===== src/design/xbus_filter_pkg.sv =====
`default_nettype none

package xbus_filter_pkg;

    // Image and kernel geometry
    localparam int Q = 4;
    localparam int S = 2;
    localparam int DATA_W = Q * S * 8;
    localparam int IMG_H = 6;
    localparam int IMG_W = 6;
    localparam int KH = 3;
    localparam int KW = 3;
    localparam int PAD_U = 1;
    localparam int PAD_L = 1;
    localparam int WORDS_PER_IMAGE = IMG_H * IMG_W / Q;

    // Cache FIFO
    localparam int CACHE_DEPTH = 32;
    localparam int CACHE_PROG_FULL = 24;
    localparam int CACHE_RD_LATENCY = 3;
    localparam int CACHE_PTR_W = $clog2(CACHE_DEPTH);
    localparam int STEP_W = $clog2(CACHE_DEPTH + 1);
    localparam int LANE_W = $clog2(Q);

    typedef logic [15:0] coord_t;
    typedef logic [STEP_W-1:0] step_t;
    typedef logic [LANE_W-1:0] lane_t;
    typedef logic [7:0] byte_t;
    typedef logic [S*8-1:0] vec_t;

    typedef enum logic [1:0] {
        IDLE = 2'd0,
        HEAD = 2'd1,
        BODY = 2'd2,
        END  = 2'd3
    } xbus_tag_t;

    typedef struct packed {
        xbus_tag_t         tag;
        logic [DATA_W-1:0] data;
    } xbus_pkt_t;

    // Window corner as carried in a HEAD word
    typedef struct packed {
        logic [DATA_W-33:0] rsvd;
        coord_t             win_y;
        coord_t             win_x;
    } head_t;

    typedef enum logic [1:0] {
        CMD_Z,
        CMD_X,
        CMD_E
    } cmd_opcode_t;

    typedef struct packed {
        cmd_opcode_t opcode;
        step_t       step;
        lane_t       lane;
    } filter_cmd_t;

    typedef enum logic [2:0] {
        E_IDLE,
        E_RD_HEAD,
        E_WAIT_HEAD,
        E_EXEC_CMD,
        E_DONE
    } exec_state_t;

    typedef enum logic [2:0] {
        G_IDLE,
        G_FIRST,
        G_CMD,
        G_END,
        G_DONE
    } gen_state_t;

endpackage

`default_nettype wire


===== src/design/xbus_filter.sv =====
`timescale 1ns/10ps
`default_nettype none

module xbus_filter (
    input  logic                       clk,
    input  logic                       arst_n,
    input  xbus_filter_pkg::xbus_pkt_t in_pkt,
    input  xbus_filter_pkg::byte_t     pad_value,
    output logic                       vec_wr_en,
    output xbus_filter_pkg::vec_t      vec_din,
    input  logic                       vec_full,
    output logic                       cache_full
);
    import xbus_filter_pkg::*;

    xbus_pkt_t   cache_dout;
    step_t       cache_count;
    logic        cache_empty;
    logic        rd_en;
    step_t       rd_step;
    logic        gen_start;
    head_t       win;
    logic        cmd_valid;
    logic        cmd_ready;
    filter_cmd_t cmd;

    xbus_filter_cache xbus_filter_cache_inst (
        .clk       (clk),
        .arst_n    (arst_n),
        .in_pkt    (in_pkt),
        .rd_en     (rd_en),
        .rd_step   (rd_step),
        .dout      (cache_dout),
        .count     (cache_count),
        .empty     (cache_empty),
        .prog_full (cache_full)
    );

    xbus_filter_cmd_gen xbus_filter_cmd_gen_inst (
        .clk       (clk),
        .arst_n    (arst_n),
        .gen_start (gen_start),
        .win       (win),
        .cmd_valid (cmd_valid),
        .cmd_ready (cmd_ready),
        .cmd       (cmd)
    );

    xbus_filter_exec xbus_filter_exec_inst (
        .clk         (clk),
        .arst_n      (arst_n),
        .pad_value   (pad_value),
        .cache_dout  (cache_dout),
        .cache_count (cache_count),
        .cache_empty (cache_empty),
        .rd_en       (rd_en),
        .rd_step     (rd_step),
        .gen_start   (gen_start),
        .win         (win),
        .cmd_valid   (cmd_valid),
        .cmd_ready   (cmd_ready),
        .cmd         (cmd),
        .vec_wr_en   (vec_wr_en),
        .vec_din     (vec_din),
        .vec_full    (vec_full)
    );

endmodule

`default_nettype wire


===== src/design/xbus_filter_cache.sv =====
`timescale 1ns/10ps
`default_nettype none

module xbus_filter_cache (
    input  logic                       clk,
    input  logic                       arst_n,
    input  xbus_filter_pkg::xbus_pkt_t in_pkt,
    input  logic                       rd_en,
    input  xbus_filter_pkg::step_t     rd_step,
    output xbus_filter_pkg::xbus_pkt_t dout,
    output xbus_filter_pkg::step_t     count,
    output logic                       empty,
    output logic                       prog_full
);
    import xbus_filter_pkg::*;

    typedef logic [CACHE_PTR_W-1:0] ptr_t;

    xbus_pkt_t mem [CACHE_DEPTH];
    xbus_pkt_t rd_pipe [CACHE_RD_LATENCY];
    xbus_pkt_t wr_data;
    logic      wr_en;
    ptr_t      wr_ptr;
    ptr_t      rd_ptr;
    ptr_t      rd_ptr_next;
    step_t     count_next;

    // Only real packets are kept
    always_ff @(posedge clk or negedge arst_n) begin
        if (!arst_n) begin
            wr_en <= 1'b0;
        end else begin
            wr_en <= in_pkt.tag inside {HEAD, BODY, END};
        end
    end

    always_ff @(posedge clk) begin
        wr_data <= in_pkt;
    end

    always_comb begin
        rd_ptr_next = rd_ptr;
        count_next = count;
        if (rd_en) begin
            rd_ptr_next = rd_ptr + ptr_t'(rd_step);
            count_next = count - rd_step;
        end
        if (wr_en) begin
            count_next = count_next + step_t'(1);
        end
    end

    always_ff @(posedge clk or negedge arst_n) begin
        if (!arst_n) begin
            wr_ptr <= '0;
            rd_ptr <= '0;
            count <= '0;
            empty <= 1'b1;
            prog_full <= 1'b0;
        end else begin
            if (wr_en) begin
                wr_ptr <= wr_ptr + 1'b1;
            end
            rd_ptr <= rd_ptr_next;
            count <= count_next;
            empty <= count_next == '0;
            prog_full <= count_next > step_t'(CACHE_PROG_FULL);
        end
    end

    always_ff @(posedge clk) begin
        if (wr_en) begin
            mem[wr_ptr] <= wr_data;
        end
    end

    // Last entry of the step, then delay stages
    always_ff @(posedge clk) begin
        if (rd_en) begin
            rd_pipe[0] <= mem[rd_ptr_next - 1'b1];
        end
        for (int i = 1; i < CACHE_RD_LATENCY; i++) begin
            rd_pipe[i] <= rd_pipe[i-1];
        end
    end

    assign dout = rd_pipe[CACHE_RD_LATENCY-1];

    a_no_overflow: assert property (@(posedge clk) disable iff (!arst_n)
        wr_en |-> count != step_t'(CACHE_DEPTH));

    a_step_in_range: assert property (@(posedge clk) disable iff (!arst_n)
        rd_en |-> rd_step <= count);

endmodule

`default_nettype wire


===== src/design/xbus_filter_cmd_gen.sv =====
`timescale 1ns/10ps
`default_nettype none

module xbus_filter_cmd_gen (
    input  logic                         clk,
    input  logic                         arst_n,
    input  logic                         gen_start,
    input  xbus_filter_pkg::head_t       win,
    output logic                         cmd_valid,
    input  logic                         cmd_ready,
    output xbus_filter_pkg::filter_cmd_t cmd
);
    import xbus_filter_pkg::*;

    gen_state_t  state;
    coord_t      kh_cnt;
    coord_t      kw_cnt;
    logic        adv;
    logic        walk;
    logic        last_pos;
    logic [1:5]  vld;
    logic [1:4]  first_p;
    logic [1:2]  end_p;
    coord_t      x1;
    coord_t      y1;
    logic        pad2;
    coord_t      xi2;
    coord_t      yi2;
    cmd_opcode_t op3;
    coord_t      row3;
    coord_t      xi3;
    coord_t      pix;
    cmd_opcode_t op4;
    step_t       word4;
    lane_t       lane4;
    logic        have_fetch;
    logic        seen;
    step_t       prev_word;
    cmd_opcode_t op5;
    step_t       step5;
    lane_t       lane5;

    // Whole pipeline moves only when the output slot is free
    assign adv = !cmd_valid || cmd_ready;
    assign walk = state inside {G_FIRST, G_CMD, G_END};
    assign last_pos = kh_cnt == coord_t'(KH - 1) && kw_cnt == coord_t'(KW - 1);
    assign pix = row3 + xi3;
    assign seen = have_fetch && !first_p[4];

    always_ff @(posedge clk or negedge arst_n) begin
        if (!arst_n) begin
            state <= G_IDLE;
            kh_cnt <= '0;
            kw_cnt <= '0;
        end else begin
            case (state)
                G_IDLE: if (gen_start) state <= G_FIRST;
                G_FIRST: if (adv) state <= G_CMD;
                G_CMD: if (adv && last_pos) state <= G_END;
                G_END: if (adv) state <= G_DONE;
                default: state <= G_IDLE;
            endcase
            if (adv && state inside {G_FIRST, G_CMD}) begin
                if (kw_cnt == coord_t'(KW - 1)) begin
                    kw_cnt <= '0;
                    kh_cnt <= last_pos ? '0 : kh_cnt + 1'b1;
                end else begin
                    kw_cnt <= kw_cnt + 1'b1;
                end
            end
        end
    end

    always_ff @(posedge clk or negedge arst_n) begin
        if (!arst_n) begin
            vld <= '0;
            cmd_valid <= 1'b0;
            have_fetch <= 1'b0;
        end else if (adv) begin
            vld <= {walk, vld[1:4]};
            cmd_valid <= vld[5];
            if (vld[4]) begin
                if (op4 == CMD_X) begin
                    have_fetch <= 1'b1;
                end else if (first_p[4] || op4 == CMD_E) begin
                    have_fetch <= 1'b0;
                end
            end
        end
    end

    always_ff @(posedge clk) begin
        if (adv) begin
            first_p <= {state == G_FIRST, first_p[1:3]};
            end_p <= {state == G_END, end_p[1]};
            x1 <= win.win_x + kw_cnt;
            y1 <= win.win_y + kh_cnt;
            // Padding border test
            pad2 <= (x1 < coord_t'(PAD_L)) || (x1 >= coord_t'(PAD_L + IMG_W))
                || (y1 < coord_t'(PAD_U)) || (y1 >= coord_t'(PAD_U + IMG_H));
            xi2 <= x1 - coord_t'(PAD_L);
            yi2 <= y1 - coord_t'(PAD_U);
            op3 <= end_p[2] ? CMD_E : (pad2 ? CMD_Z : CMD_X);
            row3 <= yi2 * coord_t'(IMG_W);
            xi3 <= xi2;
            op4 <= op3;
            word4 <= step_t'(pix >> LANE_W);
            lane4 <= lane_t'(pix);
            // Steps are relative to the previous fetch word
            op5 <= op4;
            lane5 <= (op4 == CMD_X) ? lane4 : '0;
            case (op4)
                CMD_X: step5 <= seen ? word4 - prev_word : word4 + 1'b1;
                CMD_E: step5 <= seen ? step_t'(WORDS_PER_IMAGE) - prev_word - 1'b1
                                     : step_t'(WORDS_PER_IMAGE);
                default: step5 <= '0;
            endcase
            if (vld[4] && op4 == CMD_X) begin
                prev_word <= word4;
            end
            cmd <= '{opcode: op5, step: step5, lane: lane5};
        end
    end

    // Fetch words never go back inside a window
    a_step_bound: assert property (@(posedge clk) disable iff (!arst_n)
        cmd_valid |-> cmd.step <= step_t'(WORDS_PER_IMAGE));

endmodule

`default_nettype wire


===== src/design/xbus_filter_exec.sv =====
`timescale 1ns/10ps
`default_nettype none

module xbus_filter_exec (
    input  logic                         clk,
    input  logic                         arst_n,
    input  xbus_filter_pkg::byte_t       pad_value,
    input  xbus_filter_pkg::xbus_pkt_t   cache_dout,
    input  xbus_filter_pkg::step_t       cache_count,
    input  logic                         cache_empty,
    output logic                         rd_en,
    output xbus_filter_pkg::step_t       rd_step,
    output logic                         gen_start,
    output xbus_filter_pkg::head_t       win,
    input  logic                         cmd_valid,
    output logic                         cmd_ready,
    input  xbus_filter_pkg::filter_cmd_t cmd,
    output logic                         vec_wr_en,
    output xbus_filter_pkg::vec_t        vec_din,
    input  logic                         vec_full
);
    import xbus_filter_pkg::*;

    // Vector write that travels alongside its cache read
    typedef struct packed {
        logic  valid;
        logic  fetch;
        lane_t lane;
    } wr_task_t;

    exec_state_t                 state;
    filter_cmd_t                 pend;
    logic                        pend_valid;
    filter_cmd_t                 act;
    logic                        act_valid;
    step_t                       in_flight;
    logic                        head_fits;
    logic                        cmd_fits;
    logic                        go;
    logic                        head_seen;
    logic                        end_seen;
    logic [CACHE_RD_LATENCY-1:0] rd_vld;
    wr_task_t                    new_task;
    wr_task_t                    wr_pipe [CACHE_RD_LATENCY+1];

    // New command first, else retry the pending one
    always_comb begin
        act_valid = 1'b0;
        act = pend;
        if (cmd_valid && cmd_ready) begin
            act_valid = 1'b1;
            act = cmd;
        end else if (pend_valid) begin
            act_valid = 1'b1;
        end
    end

    // Count must cover the read still in flight
    assign in_flight = rd_en ? rd_step : '0;
    assign head_fits = {1'b0, cache_count} >= {1'b0, in_flight} + 1'b1;
    assign cmd_fits = {1'b0, cache_count} >= {1'b0, in_flight} + {1'b0, act.step};

    always_comb begin
        case (act.opcode)
            CMD_Z: go = !vec_full;
            CMD_X: go = cmd_fits && !vec_full;
            default: go = cmd_fits;
        endcase
        go = go && act_valid && state == E_EXEC_CMD;
    end

    assign head_seen = state == E_WAIT_HEAD && rd_vld[CACHE_RD_LATENCY-1]
        && cache_dout.tag == HEAD;
    assign end_seen = state == E_WAIT_HEAD && rd_vld[CACHE_RD_LATENCY-1]
        && cache_dout.tag == END;

    always_ff @(posedge clk or negedge arst_n) begin
        if (!arst_n) begin
            state <= E_IDLE;
        end else begin
            case (state)
                E_IDLE: if (!cache_empty) state <= E_RD_HEAD;
                E_RD_HEAD: if (head_fits) state <= E_WAIT_HEAD;
                E_WAIT_HEAD: begin
                    if (head_seen) begin
                        state <= E_EXEC_CMD;
                    end else if (end_seen) begin
                        state <= E_DONE;
                    end
                end
                E_EXEC_CMD: if (go && act.opcode == CMD_E) state <= E_RD_HEAD;
                default: state <= E_IDLE;
            endcase
        end
    end

    always_ff @(posedge clk or negedge arst_n) begin
        if (!arst_n) begin
            rd_en <= 1'b0;
            cmd_ready <= 1'b0;
            pend_valid <= 1'b0;
            gen_start <= 1'b0;
            rd_vld <= '0;
        end else begin
            gen_start <= head_seen;
            rd_vld <= {rd_vld[CACHE_RD_LATENCY-2:0], rd_en};
            case (state)
                E_RD_HEAD: begin
                    rd_en <= head_fits;
                    cmd_ready <= 1'b0;
                    pend_valid <= 1'b0;
                end
                E_WAIT_HEAD: begin
                    rd_en <= 1'b0;
                    cmd_ready <= 1'b1;
                    pend_valid <= 1'b0;
                end
                E_EXEC_CMD: begin
                    // Zero step reuses the word already at the cache output
                    rd_en <= go && act.opcode != CMD_Z && act.step != '0;
                    if (act_valid) begin
                        cmd_ready <= go && act.opcode != CMD_E;
                        pend_valid <= !go;
                    end
                end
                default: begin
                    rd_en <= 1'b0;
                    cmd_ready <= 1'b0;
                    pend_valid <= 1'b0;
                end
            endcase
        end
    end

    always_ff @(posedge clk) begin
        if (head_seen) begin
            win <= head_t'(cache_dout.data);
        end
        if (cmd_valid && cmd_ready) begin
            pend <= cmd;
        end
        if (state == E_RD_HEAD) begin
            rd_step <= step_t'(1);
        end else if (state == E_EXEC_CMD && act_valid) begin
            rd_step <= act.step;
        end
    end

    assign new_task = '{valid: go && act.opcode != CMD_E,
                        fetch: act.opcode == CMD_X,
                        lane: act.lane};

    always_ff @(posedge clk or negedge arst_n) begin
        if (!arst_n) begin
            wr_pipe <= '{default: '0};
        end else begin
            wr_pipe[0] <= new_task;
            for (int i = 1; i <= CACHE_RD_LATENCY; i++) begin
                wr_pipe[i] <= wr_pipe[i-1];
            end
        end
    end

    assign vec_wr_en = wr_pipe[CACHE_RD_LATENCY].valid;

    // One byte per channel group, or the pad byte
    always_comb begin
        for (int j = 0; j < S; j++) begin
            if (wr_pipe[CACHE_RD_LATENCY].fetch) begin
                vec_din[j*8 +: 8] =
                    cache_dout.data[(j * Q + wr_pipe[CACHE_RD_LATENCY].lane) * 8 +: 8];
            end else begin
                vec_din[j*8 +: 8] = pad_value;
            end
        end
    end

    a_no_write_idle: assert property (@(posedge clk) disable iff (!arst_n)
        state == E_IDLE |-> !vec_wr_en);

endmodule

`default_nettype wire


===== config.mk =====
export PLATFORM = sky130hd
export DESIGN_NAME = xbus_filter
export DESIGN_NICKNAME = d
export VERILOG_FILES = /design/src/design/xbus_filter_pkg.sv /design/src/design/xbus_filter.sv /design/src/design/xbus_filter_cache.sv /design/src/design/xbus_filter_cmd_gen.sv /design/src/design/xbus_filter_exec.sv
export SDC_FILE = /design/constraint.sdc
export NUM_CORES = 2
export LEC_CHECK = 0
export ABC_AREA = 1
export BUFFER_PORTS_ARGS = -buffer_cell sky130_fd_sc_hd__clkbuf_2
export CAP_MARGIN = 30
export CORE_MARGIN = 2
export CORE_UTILIZATION = 45
export CTS_CLUSTER_SIZE = 25
export DETAILED_ROUTE_END_ITERATION = 16
export PLACE_DENSITY = 0.7
export SYNTH_ARGS = -nofsm -noshare
export SYNTH_HDL_FRONTEND = slang
export SYNTH_SLANG_ARGS = --single-unit

===== constraint.sdc =====
create_clock -name clk -period 8.1 [get_ports clk]
set_clock_uncertainty 0.15 [all_clocks]
set_input_delay 0.405 -clock clk [delete_from_list [all_inputs] [get_ports clk]]
set_output_delay 0.405 -clock clk [all_outputs]
set_load 0.02 [all_outputs]

==> impl_metrics.csv <==
group,metric,value,unit
outcome,status,"completed",
critical_path,critPathRequiredTime,8560,ps
timing,timing.final.hold_violations,0,
critical_path,cp_cell_sequence,"inv_2 > nand2_1 > nand2_8 > inv_8 > ha_4 > inv_1 > nor3_1 > nand2_1 > nand2_4 > clkinv_2 > buf_4 > buf_12 > nand2_1 > nand2_1",
timing,max-slew-margin-rel,0.1864,
global_routing,grt_max_degree,229,
clock_network,ctsResizeCount,0,
placement,port-buffer-count,94,
flow_run,max-cap-violations,0,
synth,yosys.area.top_type,"edfxtp_1",
synth,yosysWarnings,0,
critical_path,r2r_slack,1790,ps
detailed_routing,drcViolationCount,0,
synth,seq_area_frac_synth,0.7446,
clock_network,tritoncts,"built",
timing,max_freq,158.6,MHz
synth,synth-async-reset-ratio,0.03323,
placement,pre_cts_ws,1849,ps
timing,tightest_slew,1220,ps
timing,fin_ws,1795,ps
timing,slew_viol_final,0,
synth,synth_edf_count,2317,
critical_path,cpMaxStageDelayCell,"dfrtp_4",
critical_path,crit_path_start,"xbus_filter_exec_inst.rd_en$_DFF_PN0_",
clock_network,h-tree-depth,5,
critical_path,cpPeakStageDelay,890,ps
global_routing,antenna_found_initial,11,
worst_hold_path,holdPathStages,2,
critical_path,cp-end-kind,"register",
global_routing,grt_pass1_wl,398800,um
clock_network,cts_root_buffer,"clkbuf_16",
timing,setup_tns,0,ps
die,die-area,0.2308,sq mm
synth,syn-num-nets,8319,
placement,dpl.hpwl,138100,um
die,core-area,0.2251,sq mm
worst_hold_path,hp-class,"in -> reg",
die,start_util,0.4536,
worst_hold_path,hold_start,"in_pkt[37]",
detailed_routing,routed_wl,269900,um
timing,setup_viol,0,
synth,yosys.cell_count.top_type,"edfxtp_1",
placement,place_area,0.1060,sq mm
synth,syn_area,0.1021,sq mm
synth,yosys_most_used_dff,"edfxtp_1",
global_routing,grt_pass1_vias,64440,
die,fp.dieH,480.4,um
die,dieWidth,480.4,um
detailed_routing,wl_per_cell,23.46,um
critical_path,worst-path-max-fanout,163,
timing,period_share,0.7784,
critical_path,reg2reg_to,"xbus_filter_cache_inst.rd_pipe[0][29]$_DFFE_PP_",
synth,yosys-top-cells-area,"edfxtp_1 68%, o21ai_0 5.1%, nand2_1 4.6%",
detailed_routing,ant_nets,0,
synth,synthCells,8144,
detailed_routing,num_vias,66430,
timing,min_period,6305,ps
die,rows,174,
detailed_routing,first_iter_violations,8439,
critical_path,worstSetupStartpointType,"register",
clock_network,cts_buffers,282,
die,num_io_pins,95,
clock_network,post-cts-setup-buffers,0,
timing,grt_setup_unrepaired,"no",
placement,gp_congestion,0.8355,
finish,drive_gt1_frac,0.08127,
clock_network,clk_path_buf_depth,4,
power_and_ir_drop,irDropWorstVdd,0.0003178,V
synth,synth_top_area_share,0.6813,
critical_path,crit_top_cell,"nand2_1",
synth,yosys-top-cells-count,"2,317 x edfxtp_1, 1,247 x nand2_1, 1,162 x nor2_1, 1,049 x o21ai_0, 528 x o22ai_1",
power_and_ir_drop,leakagePower,40.63,nW
synth,syn_area_per_cell,12.54,sq um
global_routing,grt_usage,0.2284,
worst_hold_path,hold_path_end,"xbus_filter_cache_inst.wr_data[37]$_DFF_P_",
global_routing,grt_overflow,0,
power_and_ir_drop,power.density,262.1,mW/mm^2
critical_path,path_class,"reg -> reg",
clock_network,ctsHoldBuffers,117,
detailed_routing,firstDrtPassIters,7,
critical_path,rr_worst_depth,14,
clock_network,clkLatencyLatePin,930,ps
clock_network,clock_sinks,2618,
synth,synth_cell_types,50,
critical_path,timing.rr.start,"xbus_filter_exec_inst.rd_en$_DFF_PN0_",
synth,synth_seq_cells,2618,
critical_path,crit_arrival,6770,ps
finish,nets,8485,
finish,area_delta_synth_final,13.91,%
detailed_routing,vias_per_cell,5.772,
finish,final_area,0.1163,sq mm
clock_network,cts.clk_slew.worst_paths,60,ps
==> per-layer routing <==
| layer | global-route usage | vias to the layer above | part of all wire |
|---|---|---|---|
| met2 | 0.3701 | 3672 | 0.47 |
| met4 | 0.08477 | 6 | 0.038 |
| met5 | 0 | - | 0.00017 |
| met3 | 0.03669 | 671 | 0.098 |
| met1 | 0.3114 | 32530 | 0.40 |
| li1 | - | 29550 | - |
==> worst max-delay path: cells and delay by family, from the launching register on <==
kind / cells / cell delay [ps]
flip-flops: 1 / 890
AND/OR/NAND/NOR: 7 / 1930
buffers and inverters: 6 / 2560
adder cells (fa/ha/maj): 1 / 240
==> power breakdown <==
group	internal (mW)	leakage, nW	switching [mW]
Combinational	0.512	12.3	1.54
Clock	7.24	4.30	5.08
Sequential	15.8	24.1	0.348
Total	23.5	40.6	6.97
==> registers in the layout, summed over array words and instances, names as in the netlist, 15 cells and up <==
signal	cells
xbus_filter_cmd_gen_inst.x1	16
xbus_filter_exec_inst.wr_pipe	15
xbus_filter_exec_inst.win	32
xbus_filter_cache_inst.rd_pipe	198
xbus_filter_cache_inst.wr_data	66
xbus_filter_cmd_gen_inst.y1	16
xbus_filter_cache_inst.mem	2112
xbus_filter_cmd_gen_inst.kh_cnt	16
xbus_filter_cmd_gen_inst.kw_cnt	16
==> layout make-up <==
type | instances | area, sq um
clock buffer | 374 | 7838
sequential | 2618 | 76040
tap | 2992 | 3744
timing repair buffer | 354 | 3476
multi-input combinational | 4771 | 23150
antenna | 1 | 2.502
fill | 18460 | 108800
clock inverter | 115 | 979.7
inverter | 283 | 1091
==> cells in the final DEF (no fill, tap or decap), types with 11 or more instances in the layout <==
| cell | netlist | routed |
|---|---|---|
| edfxtp_1 | 2317 | 2317 |
| nand2_1 | 1247 | 1245 |
| nor2_1 | 1162 | 1133 |
| o21ai_0 | 1049 | 1049 |
| o22ai_1 | 528 | 528 |
| clkbuf_16 | 0 | 294 |
| inv_1 | 275 | 275 |
| nand3_1 | 226 | 226 |
| dfxtp_1 | 214 | 214 |
| o21ai_1 | 162 | 162 |
| dlygate4sd3_1 | 0 | 116 |
| buf_4 | 24 | 97 |
| clkbuf_2 | 0 | 93 |
| ha_1 | 91 | 90 |
| dfrtp_1 | 86 | 85 |
| a21oi_1 | 76 | 76 |
| xor2_1 | 65 | 65 |
| clkbuf_1 | 232 | 62 |
| clkinv_1 | 1 | 39 |
| clkinv_2 | 0 | 37 |
| nor3_1 | 34 | 31 |
| nor2_4 | 1 | 30 |
| xnor2_1 | 26 | 26 |
| buf_12 | 0 | 25 |
| buf_16 | 0 | 22 |
| nand4_1 | 18 | 18 |
| clkbuf_8 | 0 | 18 |
| bufinv_16 | 0 | 14 |
| nor4_1 | 14 | 13 |
| clkinvlp_4 | 0 | 12 |
| or2_2 | 11 | 11 |
==> logic make-up (layout without fill, tap and decap cells) <==
group | after synthesis | in the layout | share of synthesized area
flops | 2618 | 2618 | 0.7446
xor+xnor | 92 | 92 | 0.007964
other cells | 0 | 1 | 0
simple gates | 2728 | 2728 | 0.1051
buf+inv | 755 | 1126 | 0.03155
compound gates | 1853 | 1853 | 0.09825
fa+ha+maj | 98 | 98 | 0.01252
==> how the worst max path moves through the flow <==
stage          cells after the start                                              end  slack, ps
2_1_floorplan                      5      xbus_filter_cache_inst.mem[23][0]$_DFFE_PP_       1900
6_report                          14  xbus_filter_cache_inst.rd_pipe[0][29]$_DFFE_PP_       1790
3_3_place_gp                      13  xbus_filter_cache_inst.rd_pipe[0][29]$_DFFE_PP_       1920
3_5_place_dp                      14  xbus_filter_cache_inst.rd_pipe[0][29]$_DFFE_PP_       1850
5_1_grt                           15  xbus_filter_cache_inst.rd_pipe[0][59]$_DFFE_PP_       1470
4_1_cts                           14  xbus_filter_cache_inst.rd_pipe[0][29]$_DFFE_PP_       1830
==> metrics by stage <==
stage               cells  power (mW)  hold slack (ps)  utilization
global placement    10860       18.22            160.1       0.4683
floorplan            8144       17.34           -40.59            -
detailed placement  10890       18.35            162.1       0.4710
global route        11510       31.33            33.82       0.5167
finish              11510       30.49            27.96       0.5167
CTS                 11500       30.58            1.415       0.5154
No activity file was read; power rests on OpenSTA's default activity.
